==> src/logic/loopPkg.sv <==
package loopPkg;

    // --------------------------------------------------
    // Datapath widths
    // --------------------------------------------------
    localparam int errWidth = 16;   // Phase-error sample width.
    localparam int outWidth = 32;   // Filter output and integrator width.
    localparam int expWidth = 5;
    localparam int manWidth = 8;
    localparam int runWidth = 16;   // Lock run counter and lockCount width.
    localparam int thrWidth = 8;

    typedef logic signed [errWidth-1:0] errorT;
    typedef logic signed [outWidth-1:0] loopOutT;

    // Configuration as seen by the filter and the lock detector.
    typedef struct packed {
        logic                zeroError;
        logic                invertError;
        logic                holdIntegrator;
        logic [expWidth-1:0] leadExp;
        logic [manWidth-1:0] leadMan;
        logic [expWidth-1:0] lagExp;
        logic [manWidth-1:0] lagMan;
        loopOutT             limit;         // Output clamps to plus or minus this.
        logic [runWidth-1:0] lockCount;
        logic [thrWidth-1:0] syncThreshold;
    } loopCfgT;

endpackage

==> src/logic/regMapPkg.sv <==
package regMapPkg;

    // --------------------------------------------------
    // Register map
    // --------------------------------------------------
    localparam int regAddrWidth = 12;
    localparam int laneCount    = 4;    // Byte lanes per register word.
    localparam int laneWidth    = 8;

    typedef enum logic [regAddrWidth-1:0] {
        lfControl      = 12'h000,
        lfLeadLag      = 12'h004,
        lfLimit        = 12'h008,
        lfLoopData     = 12'h00C,
        lfLockDetector = 12'h010,
        lfStatus       = 12'h014    // Read-only.
    } regAddrT;

    // --------------------------------------------------
    // Host bridge
    // --------------------------------------------------
    typedef enum logic [1:0] {
        idle,
        access,         // One bus access happens here.
        waitReqLow
    } bridgeStateT;

endpackage

==> src/logic/regBusIf.sv <==
`timescale 1ns/1ps

interface regBusIf #(
    parameter int addrWidth = 12,
    parameter int dataWidth = 32
);

    logic [addrWidth-1:0]   addr;
    logic [dataWidth-1:0]   wrData;
    logic [dataWidth/8-1:0] byteEn;
    logic                   wrEn;       // Single-cycle write strobe.
    logic                   rdEn;       // Single-cycle read strobe.
    logic [dataWidth-1:0]   rdData;

    modport host (
        output addr, wrData, byteEn, wrEn, rdEn,
        input  rdData
    );

    modport regs (
        input  addr, wrData, byteEn, wrEn, rdEn,
        output rdData
    );

endinterface

==> src/logic/hostBridge.sv <==
`timescale 1ns/1ps

module hostBridge import regMapPkg::*; #(
    parameter int addrWidth = 12,
    parameter int dataWidth = 32
) (
    input  logic                           clk,
    input  logic                           rstN,
    input  logic                           req,
    input  logic                           we,
    input  logic [addrWidth-1:0]           addr,
    input  logic [dataWidth-1:0]           wrData,
    input  logic [dataWidth/laneWidth-1:0] byteEn,
    output logic                           ack,
    output logic [dataWidth-1:0]           rdData,
    regBusIf.host                          bus
);

    bridgeStateT state;

    // Address and data are held stable by the host for the whole handshake.
    assign bus.addr   = addr;
    assign bus.wrData = wrData;
    assign bus.byteEn = byteEn;
    assign bus.wrEn   = (state == access) && we;
    assign bus.rdEn   = (state == access) && !we;

    always_ff @(posedge clk) begin
        if (!rstN) begin
            state  <= idle;
            ack    <= 1'b0;
            rdData <= '0;
        end else begin
            ack <= (state == waitReqLow);    // Lags the state by one cycle.
            case (state)
                idle: begin
                    if (req && !ack) begin
                        state <= access;     // Previous ack must be gone first.
                    end
                end
                access: begin
                    state <= waitReqLow;
                    if (!we) begin
                        rdData <= bus.rdData;
                    end
                end
                waitReqLow: begin
                    if (!req) begin
                        state <= idle;
                    end
                end
                default: begin
                    state <= idle;
                end
            endcase
        end
    end

endmodule

==> src/logic/loopRegs.sv <==
`timescale 1ns/1ps

module loopRegs import loopPkg::*, regMapPkg::*; (
    input  logic                clk,
    input  logic                rstN,
    regBusIf.regs               bus,
    input  logic                locked,
    input  logic [runWidth-1:0] lockRun,
    output loopCfgT             cfg,
    output logic                preload,
    output loopOutT             preloadValue
);

    localparam int regWidth = laneCount * laneWidth;

    loopCfgT             cfgQ;
    loopOutT             loopData;
    logic [regWidth-1:0] controlImg;
    logic [regWidth-1:0] leadLagImg;
    logic [regWidth-1:0] lockImg;
    logic [regWidth-1:0] statusImg;
    logic [regWidth-1:0] controlNew;
    logic [regWidth-1:0] leadLagNew;
    logic [regWidth-1:0] limitNew;
    logic [regWidth-1:0] loopDataNew;
    logic [regWidth-1:0] lockNew;

    function automatic logic [regWidth-1:0] mergeLanes(
        input logic [regWidth-1:0]  oldVal,
        input logic [regWidth-1:0]  newVal,
        input logic [laneCount-1:0] laneEn
    );
        logic [regWidth-1:0] result;
        result = oldVal;
        for (int i = 0; i < laneCount; i++) begin
            if (laneEn[i]) begin
                result[i*laneWidth +: laneWidth] = newVal[i*laneWidth +: laneWidth];
            end
        end
        return result;
    endfunction

    // --------------------------------------------------
    // Register images, gap bits read as zero
    // --------------------------------------------------
    assign controlImg = {29'd0, cfgQ.holdIntegrator, cfgQ.invertError, cfgQ.zeroError};
    assign leadLagImg = {cfgQ.leadMan, 3'd0, cfgQ.leadExp, cfgQ.lagMan, 3'd0, cfgQ.lagExp};
    assign lockImg    = {8'd0, cfgQ.syncThreshold, cfgQ.lockCount};
    assign statusImg  = {8'd0, lockRun, 7'd0, locked};

    assign controlNew  = mergeLanes(controlImg, bus.wrData, bus.byteEn);
    assign leadLagNew  = mergeLanes(leadLagImg, bus.wrData, bus.byteEn);
    assign limitNew    = mergeLanes(cfgQ.limit, bus.wrData, bus.byteEn);
    assign loopDataNew = mergeLanes(loopData, bus.wrData, bus.byteEn);
    assign lockNew     = mergeLanes(lockImg, bus.wrData, bus.byteEn);

    always_ff @(posedge clk) begin
        if (!rstN) begin
            cfgQ     <= '0;
            loopData <= '0;
            preload  <= 1'b0;
        end else begin
            preload <= 1'b0;
            if (bus.wrEn) begin
                case (bus.addr)
                    lfControl: begin
                        cfgQ.zeroError      <= controlNew[0];
                        cfgQ.invertError    <= controlNew[1];
                        cfgQ.holdIntegrator <= controlNew[2];
                    end
                    lfLeadLag: begin
                        cfgQ.lagExp  <= leadLagNew[4:0];
                        cfgQ.lagMan  <= leadLagNew[15:8];
                        cfgQ.leadExp <= leadLagNew[20:16];
                        cfgQ.leadMan <= leadLagNew[31:24];
                    end
                    lfLimit: begin
                        cfgQ.limit <= limitNew;
                    end
                    lfLoopData: begin
                        loopData <= loopDataNew;
                        preload  <= |bus.byteEn;    // Integrator loads next cycle.
                    end
                    lfLockDetector: begin
                        cfgQ.lockCount     <= lockNew[15:0];
                        cfgQ.syncThreshold <= lockNew[23:16];
                    end
                    default: ;
                endcase
            end
        end
    end

    always_comb begin
        bus.rdData = '0;
        if (bus.rdEn) begin
            case (bus.addr)
                lfControl:      bus.rdData = controlImg;
                lfLeadLag:      bus.rdData = leadLagImg;
                lfLimit:        bus.rdData = cfgQ.limit;
                lfLoopData:     bus.rdData = loopData;
                lfLockDetector: bus.rdData = lockImg;
                lfStatus:       bus.rdData = statusImg;
                default:        bus.rdData = '0;
            endcase
        end
    end

    assign cfg          = cfgQ;
    assign preloadValue = loopData;

endmodule

==> src/logic/loopFilter.sv <==
`timescale 1ns/1ps

module loopFilter import loopPkg::*; (
    input  logic    clk,
    input  logic    rstN,
    input  loopCfgT cfg,
    input  logic    preload,
    input  loopOutT preloadValue,
    input  logic    sampleValid,
    input  errorT   errorIn,
    output logic    condValid,
    output errorT   condError,
    output logic    outValid,
    output loopOutT loopOut
);

    localparam logic signed [63:0] outMax = (64'sd1 <<< (outWidth - 1)) - 64'sd1;
    localparam logic signed [63:0] outMin = -(64'sd1 <<< (outWidth - 1));
    localparam errorT errMax = {1'b0, {(errWidth-1){1'b1}}};
    localparam errorT errMin = {1'b1, {(errWidth-1){1'b0}}};

    errorT              conditioned;
    loopOutT            leadTerm;
    loopOutT            lagTerm;
    loopOutT            integ;
    loopOutT            integNext;
    loopOutT            clamped;
    logic signed [63:0] sumWide;
    logic signed [63:0] limitWide;

    function automatic loopOutT saturate(input logic signed [63:0] value);
        if (value > outMax) begin
            return loopOutT'(outMax);
        end
        if (value < outMin) begin
            return loopOutT'(outMin);
        end
        return loopOutT'(value);
    endfunction

    // Gain is an unsigned mantissa times two to the exponent.
    function automatic loopOutT scaleTerm(
        input errorT               err,
        input logic [manWidth-1:0] man,
        input logic [expWidth-1:0] exp
    );
        logic signed [63:0] wide;
        wide = err;
        wide = wide * $signed({1'b0, man});
        return saturate(wide <<< exp);
    endfunction

    // --------------------------------------------------
    // Stage 1: conditioning and gain products
    // --------------------------------------------------
    always_comb begin
        if (cfg.zeroError) begin
            conditioned = '0;
        end else if (cfg.invertError) begin
            conditioned = (errorIn == errMin) ? errMax : -errorIn;
        end else begin
            conditioned = errorIn;
        end
    end

    always_ff @(posedge clk) begin
        if (sampleValid) begin
            condError <= conditioned;
            leadTerm  <= scaleTerm(conditioned, cfg.leadMan, cfg.leadExp);
            lagTerm   <= scaleTerm(conditioned, cfg.lagMan, cfg.lagExp);
        end
    end

    // --------------------------------------------------
    // Stage 2: integrator, sum and clamp
    // --------------------------------------------------
    always_comb begin
        integNext = integ;
        if (preload) begin
            integNext = preloadValue;    // Preload wins over accumulation.
        end else if (condValid && !cfg.holdIntegrator) begin
            integNext = saturate(64'(integ) + 64'(lagTerm));
        end
    end

    assign sumWide   = 64'(integNext) + 64'(leadTerm);
    assign limitWide = 64'(cfg.limit);

    always_comb begin
        if (sumWide > limitWide) begin
            clamped = cfg.limit;
        end else if (sumWide < -limitWide) begin
            clamped = -cfg.limit;
        end else begin
            clamped = loopOutT'(sumWide);
        end
    end

    always_ff @(posedge clk) begin
        if (!rstN) begin
            condValid <= 1'b0;
            outValid  <= 1'b0;
            integ     <= '0;
        end else begin
            condValid <= sampleValid;
            outValid  <= condValid;
            integ     <= integNext;
        end
    end

    always_ff @(posedge clk) begin
        if (condValid) begin
            loopOut <= clamped;
        end
    end

endmodule

==> src/logic/lockDetector.sv <==
`timescale 1ns/1ps

module lockDetector import loopPkg::*; (
    input  logic                clk,
    input  logic                rstN,
    input  loopCfgT             cfg,
    input  logic                sampleValid,
    input  errorT               condError,
    output logic                locked,
    output logic [runWidth-1:0] lockRun
);

    logic [errWidth-1:0] magnitude;
    logic                inThreshold;
    logic [runWidth-1:0] runNext;

    // Unsigned result, so the most negative sample still gives its true size.
    assign magnitude   = condError[errWidth-1] ? -condError : condError;
    assign inThreshold = magnitude <= errWidth'(cfg.syncThreshold);

    always_comb begin
        if (!inThreshold) begin
            runNext = '0;
        end else if (&lockRun) begin
            runNext = lockRun;    // Saturates.
        end else begin
            runNext = lockRun + 1'b1;
        end
    end

    always_ff @(posedge clk) begin
        if (!rstN) begin
            lockRun <= '0;
            locked  <= 1'b0;
        end else if (sampleValid) begin
            lockRun <= runNext;
            locked  <= inThreshold && (cfg.lockCount != '0) && (runNext >= cfg.lockCount);
        end
    end

endmodule

==> src/logic/loopTop.sv <==
`timescale 1ns/1ps

module loopTop import loopPkg::*; #(
    parameter int addrWidth = 12,
    parameter int dataWidth = 32
) (
    input  logic                   clk,
    input  logic                   rstN,
    // Host register port.
    input  logic                   req,
    input  logic                   we,
    input  logic [addrWidth-1:0]   addr,
    input  logic [dataWidth-1:0]   wrData,
    input  logic [dataWidth/8-1:0] byteEn,
    output logic                   ack,
    output logic [dataWidth-1:0]   rdData,
    // Sample path.
    input  logic                   sampleValid,
    input  errorT                  errorIn,
    output logic                   outValid,
    output loopOutT                loopOut,
    output logic                   locked
);

    loopCfgT             cfg;
    logic                preload;
    loopOutT             preloadValue;
    logic                condValid;
    errorT               condError;
    logic [runWidth-1:0] lockRun;

    regBusIf #(.addrWidth(addrWidth), .dataWidth(dataWidth)) regBus0 ();

    // --------------------------------------------------
    // Register side
    // --------------------------------------------------
    hostBridge #(
        .addrWidth (addrWidth),
        .dataWidth (dataWidth)
    ) bridge0 (
        .clk    (clk),
        .rstN   (rstN),
        .req    (req),
        .we     (we),
        .addr   (addr),
        .wrData (wrData),
        .byteEn (byteEn),
        .ack    (ack),
        .rdData (rdData),
        .bus    (regBus0.host)
    );

    loopRegs regs0 (
        .clk          (clk),
        .rstN         (rstN),
        .bus          (regBus0.regs),
        .locked       (locked),
        .lockRun      (lockRun),
        .cfg          (cfg),
        .preload      (preload),
        .preloadValue (preloadValue)
    );

    // --------------------------------------------------
    // Sample side
    // --------------------------------------------------
    loopFilter filter0 (
        .clk          (clk),
        .rstN         (rstN),
        .cfg          (cfg),
        .preload      (preload),
        .preloadValue (preloadValue),
        .sampleValid  (sampleValid),
        .errorIn      (errorIn),
        .condValid    (condValid),
        .condError    (condError),
        .outValid     (outValid),
        .loopOut      (loopOut)
    );

    lockDetector lock0 (
        .clk         (clk),
        .rstN        (rstN),
        .cfg         (cfg),
        .sampleValid (condValid),    // Lock updates alongside outValid.
        .condError   (condError),
        .locked      (locked),
        .lockRun     (lockRun)
    );

endmodule

==> config.mk <==
export PLATFORM = sky130hd
export DESIGN_NAME = loopTop
export DESIGN_NICKNAME = d
export VERILOG_FILES = /design/src/logic/loopPkg.sv /design/src/logic/regMapPkg.sv /design/src/logic/regBusIf.sv /design/src/logic/hostBridge.sv /design/src/logic/loopRegs.sv /design/src/logic/loopFilter.sv /design/src/logic/lockDetector.sv /design/src/logic/loopTop.sv
export SDC_FILE = /design/constraint.sdc
export NUM_CORES = 2
export LEC_CHECK = 0
export ABC_CLOCK_PERIOD_IN_PS = 21800
export BUFFER_PORTS_ARGS = -buffer_cell sky130_fd_sc_hd__buf_2
export CORE_UTILIZATION = 55
export DETAILED_ROUTE_END_ITERATION = 8
export PLACE_DENSITY = 0.73
export SLEW_MARGIN = 20
export SYNTH_ARGS = -nofsm -noshare
export SYNTH_HDL_FRONTEND = slang
export SYNTH_SLANG_ARGS = --single-unit
==> constraint.sdc <==
create_clock -name clk -period 21.8 [get_ports clk]
set_clock_uncertainty 0.1 [all_clocks]
set_input_delay 1.09 -clock clk [delete_from_list [all_inputs] [get_ports clk]]
set_output_delay 1.09 -clock clk [all_outputs]
set_load 0.005 [all_outputs]
; ---- After elaboration in Yosys (flattened, before gate mapping)
; Cells that the tools add are included.
[word_totals]
ff_bits = 316
inputBits = 69
output_inout_bits = 67
elab_cells = 140
[op_classes]
addsub = 7
n_mul = 2
magnitude_cmp = 10
eq_ne = 10
shift = 2
n_mux = 44
bitwise = 1
n_reduce_logical = 33
[op_table]
columns = cell, count
row1 = $mux 32, 17
row2 = $gt 64x32->1 const B, 3
row3 = $lt 64x32->1 const B, 3
row4 = $pmux 32 s6, 1
row5 = $sshl 64x5->64, 2
row6 = $mux 16, 6
row7 = $add 32x32->33, 2
row8 = $lt 33x64->1, 1
row9 = $neg 32->64, 1
row10 = $reduce_and 3->1, 17
row11 = $mul 16x9->25, 2
row12 = $gt 33x32->1, 1
row13 = $neg 16->16, 2
row14 = $neg 32->32, 1
row15 = $eq 12x4->1 const B, 2
row16 = $eq 12x5->1 const B, 2
row17 = $mux 1, 17
row18 = $add 16x1->16 const B, 1
row19 = $eq 16x16->1 const B, 1
row20 = $ge 16x16->1, 1
row21 = $le 16x8->1, 1
row22 = $reduce_and 16->1, 1
row23 = $reduce_bool 16->1, 1
row24 = $eq 12x3->1 const B, 1
row25 = other kinds (13), 22

; ---- Longest topological paths before layout
[logic_depth]
ltp_word = 16
depth_mapped = 43
ltp_nobuf = 41

; ---- Cells and area by module
; From an unflattened synthesis, not the netlist that was laid out.
[hier_totals]
cells_unflattened = 4345
area_unflattened_um2 = 36348.6
[modules_own_cells]
columns = mod, n_inst, cells_each, area_per_inst_um2, seq_area_each_um2
row1 = loopFilter, 1, 3211, 26247.7, 4043.9
row2 = loopRegs, 1, 627, 6108.4, 2362.3
row3 = lockDetector, 1, 308, 2200.9, 340.3
row4 = hostBridge, 1, 199, 1791.7, 700.7

; ---- Worst setup path after synthesis
; OpenSTA, ideal clock, no wires.
[synth_path]
path_type = in2reg
from = input port errorIn[1]
to = register filter0.lagTerm[10] (data pin)
setup_time_ps = 269
t_arrival_ps = 10331
required_time_ps = 21431
setup_slack_ps = 11099
stages = 35
path_buffers = 4
cell_sequence = or3_1 -> or3_1 -> or3_1 -> or3_1 -> or3_1 -> or3_1 -> o31ai_1 -> xor2_1 -> a211oi_1 -> clkbuf_1 -> nand2_1 -> fa_1 -> inv_1 -> fa_1 -> fa_1 -> inv_1 -> fa_1 -> inv_1 -> ha_1 -> buf_2 -> nand4_1 -> or3_1 -> a211oi_1 -> mux2_2 -> or2_1 -> buf_2 -> mux4_2 -> and2_1 -> a211o_1 -> a211o_1 -> nor3b_1 -> and3_1 -> a31o_2 -> buf_2 -> o31ai_1
[synth_between]
elab_chain_cells = 12
word_cells_on_any_way = 17
classes_between = add/sub (1) / mul (1) / order compare (2) / eq/ne (1) / shift (1) / mux (11)
[synth_rtl]
columns = item, line_no
row1 = from (decl), loopTop.sv:19  ; input errorT errorIn,
row2 = $neg 16->16 / $eq 16x16->1 (equally long branches), loopFilter.sv:60  ; conditioned = (errorIn == errMin) ? errMax : -errorIn;
row3 = $mux 16 *, loopFilter.sv:60
row4 = $mux 16 *, loopFilter.sv:59  ; end else if (cfg.invertError) begin
row5 = $mux 16 *, loopFilter.sv:57  ; if (cfg.zeroError) begin
row6 = via filter0.conditioned[15], loopFilter.sv:22  ; errorT conditioned;
row7 = $mul 16x9->25 *, loopFilter.sv:49  ; wide = wide * $signed({1'b0, man});
row8 = $sshl 64x5->64 *, loopFilter.sv:50  ; return saturate(wide <<< exp);
row9 = $lt 64x32->1, loopFilter.sv:35  ; if (value < outMin) begin
row10 = $mux 1 (2 in series), loopFilter.sv:35
row11 = $mux 1, loopFilter.sv:67  ; if (sampleValid) begin
row12 = $mux 32, loopFilter.sv:38  ; return loopOutT'(value);
row13 = $mux 32 *, loopFilter.sv:35
row14 = to (signal assigned), loopFilter.sv:70  ; lagTerm <= scaleTerm(conditioned, cfg.lagMan, cfg.lagExp);
row15 = to (decl), loopFilter.sv:24  ; loopOutT lagTerm;
; Mark *: on every way through the listed nets, which the timed path passes. The rest lies on a longest branch. The select of a mux whose other input is x is not followed.
; A chain may end at the register's enable or synchronous reset.

; ---- Worst setup path after layout
[layout_path]
from = input port errorIn[1]
to = register filter0.lagTerm[3] (data pin)
[layout_between]
elab_chain_cells = 12
word_cells_on_any_way = 17
classes_between = add/sub (1) / mul (1) / order compare (2) / eq/ne (1) / shift (1) / mux (11)
[layout_rtl]
columns = item, line_no
row1 = $neg 16->16 / $eq 16x16->1 (equally long branches), loopFilter.sv:60
row2 = $mux 16, loopFilter.sv:60
row3 = $mux 16 *, loopFilter.sv:59
row4 = $mux 16 *, loopFilter.sv:57
row5 = $mul 16x9->25 *, loopFilter.sv:49
row6 = $sshl 64x5->64 *, loopFilter.sv:50
row7 = $lt 64x32->1, loopFilter.sv:35
row8 = $mux 1 (2 in series), loopFilter.sv:35
row9 = $mux 1, loopFilter.sv:67
row10 = $mux 32, loopFilter.sv:38
row11 = $mux 32 *, loopFilter.sv:35
; Mark *: on every way between the ends. The rest lies on a longest branch, timed or not. The select of a mux whose other input is x is not followed.

==> impl_metrics.ini <==
[status]
status = finished, violations left
violations = design-rule violations

[sta]
setup_violations = 0
relSlewSlack = 0.1972
period_share = 0.5155
hold_ws_ns = 0.4150
drv_slew = 0
worst_slew_pin_slew_ns = 1.193
finalSetupTns_ns = 0
grt_setup_unrepaired = no
layout_min_cycle_time_ns = 11.24
timing.fmax_mhz = 88.99
hold_violations = 0

[layout]
diodes = 0
final_cells = 4988
fin_nets = 4658
design_area_mm2 = 0.03715
syn_to_final_growth_pct = 7.827
drive_above_1_share = 0.08914
fillers = 5542

[routing]
final_antenna_net_count = 0
num_vias = 30430
viasPerCell = 6.100
totalWireLength_mm = 104.7
wire_per_inst_um = 20.99
drt_iter0_drc = 2614
drc = 11
first_pass_iters = 9

[floorplanning]
pin_count = 136
die_w_um = 252.3
num_rows = 91
die_h_um = 252.3
die_area_mm2 = 0.06364
core_area_mm2 = 0.06183
start_util = 0.5572

[grt]
grt.met2_usage = 0.5200
grt_busiest_layer = met2
grt_use_total = 0.3276
grt_first_pass_wirelength_mm = 163.7
antenna_found_initial = 2
met1_usage = 0.4482
grt_pass1_vias = 28760
grt_overflow = 0
grt_max_degree = 112
grtUsageMet3 = 0.04552

[yosys]
ys_types = 99
syn_inst = 4121
syn-cell-area_mm2 = 0.03445
async_flop_share = 0
synth_seq_area_share = 0.2162
syn-num-nets = 4657
synth_edf_count = 112
ys.flop_type = dfxtp_1
ys_seq_elements = 316
avgSynthCellArea_um2 = 8.359
ys_warn_count = 0

[worst_setup_path]
endpoint_kind = flop
crit_family = simple AND/OR/NAND/NOR gates
rr_startpoint = filter0.lagTerm[0]
cp.arrival_ns = 11.42
crit_path_start_kind = input pin
cp-startpoint = errorIn[1]
critPathKind = input pin to flop
critPathMaxFanout = 31
crit_slowest_cell = a211oi_2
max_stage_delay_ns = 0.56
path_buf_inv = 4
critPathRequiredTime_ns = 21.98
cp_common_cell = or3_1

[pwr]
seqPwrFrac = 0.394
intPower_w = 0.001142
p_comb_frac = 0.198
leakage_nw = 16.04
p_sw_frac = 0.2995
pwr-share-clk = 0.409
p_sw_w = 0.0004883
power_density_mw_per_mm2 = 43.89
worst_ir_drop_vdd_uv = 45.10

[placed_design]
dp_hpwl_mm = 80.93
place_congestion = 0.9965
dp_cells = 4919
dpl_cell_area_mm2 = 0.03586
io_buffers = 135

[clocking]
clock_latency_ns = 0.59
clock_sinks = 316
postCtsHoldBufs = 0
htreeDepth = 2
clk_pin_slew_worst_paths_ns = 0.06
cts_resized = 0
tritoncts = yes
cts_buffer_depth = 3
root_buffer = clkbuf_16
cts_setup_buffers = 0
cts_made_buffers = 38

[worst_hold_path]
hold_start = bridge0.rdData[4]
hold_path_class = flop to flop

[job]
cap_violations = 0
## cell type report
class | count | area, µm² | area share
Inverter | 422 | 1584 | 0.04264
Multi-Input combinational cell | 3153 | 24680 | 0.6644
Clock buffer | 51 | 1066 | 0.02870
Clock inverter | 18 | 217.7 | 0.005861
Tap cell | 837 | 1047 | 0.02819
Timing Repair Buffer | 191 | 1101 | 0.02964
Sequential cell | 316 | 7448 | 0.2005
## power groups by stage
| stage | logic, W | clock network, W | registers [W] |
|---|---|---|---|
| floorplan | 0.000219 | 0 | 0.000651 |
| global route | 0.000357 | 0.000694 | 0.000643 |
| finish | 0.000322 | 0.000666 | 0.000642 |
| detailed placement | 0.000315 | 0 | 0.000655 |
| CTS | 0.000317 | 0.000671 | 0.000642 |
| global placement | 0.000311 | 0 | 0.000654 |
## synthesized netlist by cell type (39+ instances only)
cell type,instances,area [µm²]
inv_1,417,1565
nand2_1,344,1291
ha_1,261,3266
nor2_1,260,975.9
a21oi_1,230,1151
and2_1,227,1420
fa_1,206,4124
dfxtp_1,204,4084
clkbuf_1,189,709.4
nor2b_1,189,1182
mux2i_1,171,1712
o21ai_0,152,760.7
edfxtp_1,112,3363
xnor2_1,94,823.3
a21o_1,72,540.5
nor3_1,66,330.3
o21ai_1,57,285.3
nand3_1,55,275.3
o21a_1,51,382.9
a22oi_1,46,345.3
nand4_1,44,275.3
xor2_1,40,350.3
mux2_2,39,439.2
## metal layers
layer	wire (µm)	part of all wire
met5	27	0.00026
met4	4992	0.048
met3	8064	0.077
met2	46570	0.44
met1	45040	0.43
## state kept, by name (all words and copies together), names as in the netlist, 2 cells and up
signal / flops
filter0.condError: 16
regs0.preloadValue: 32
filter0.leadTerm: 32
filter0.lagTerm: 32
bridge0.rdData: 32
bridge0.state: 2
lock0.lockRun: 16
filter0.integ: 32
filter0.loopOut: 32
regs0.cfg: 85
## cells in the final DEF (no fill, tap or decap), types with 32 or more instances in the layout
master     Yosys  routed
nor2_1       260     259
and3_1        32      32
nand4_1       44      44
and2_1       227     227
ha_1         261     261
fa_1         206     206
xor2_1        40      40
a21oi_1      230     230
nand3_1       55      55
clkbuf_16      0      40
inv_1        417     417
o21a_1        51      51
or3_1         32      32
mux2_2        39      39
nand2_1      344     344
a22oi_1       46      46
o21ai_1       57      57
nor2b_1      189     189
nor3_1        66      61
a21o_1        72      72
xnor2_1       94      94
buf_4          0      58
dfxtp_1      204     203
o21ai_0      152     151
edfxtp_1     112     112
mux2i_1      171     171
buf_2         20     133
## kinds of logic after synthesis
kind of cell               synth area share
AOI/OAI and AO/OA                    0.1793
muxes                               0.07333
xor gates and xnor gates            0.03454
DFF                                  0.2162
adders and majority gates            0.2148
and+or+nand+nor                      0.2098
buffers and inverters               0.07202
## worst register-to-register path: cells and delay by family, from the launching register on
| kind | cells | cell delay [ns] |
|---|---|---|
| fa+ha+maj | 4 | 1.01 |
| simple gates | 3 | 0.46 |
| flops | 1 | 0.38 |
| compound gates | 30 | 7.88 |
| xor+xnor | 1 | 0.22 |
| buf+inv | 3 | 0.74 |
## final timing paths
check / end / slack (ns) / depth (start not counted)
worst max-delay path: filter0.lagTerm[3] / 10.56 / 32
worst min-delay path: bridge0.rdData[4] / 0.42 / 2
worst max register to register: filter0.loopOut[2] / 10.76 / 41
worst min register to register: bridge0.rdData[4] / 0.42 / 2
## per-stage QoR
step                        util  worst slack (ns)  total power [W]
after floorplan                -             11.10        0.0008699
after global placement    0.5799             10.23        0.0009648
after detailed placement  0.5800             10.01        0.0009691
after CTS                 0.6008             10.61         0.001630
after global routing      0.6008             9.938         0.001695
final                     0.6008             10.56         0.001630
Power figures use the tool's default switching activity.
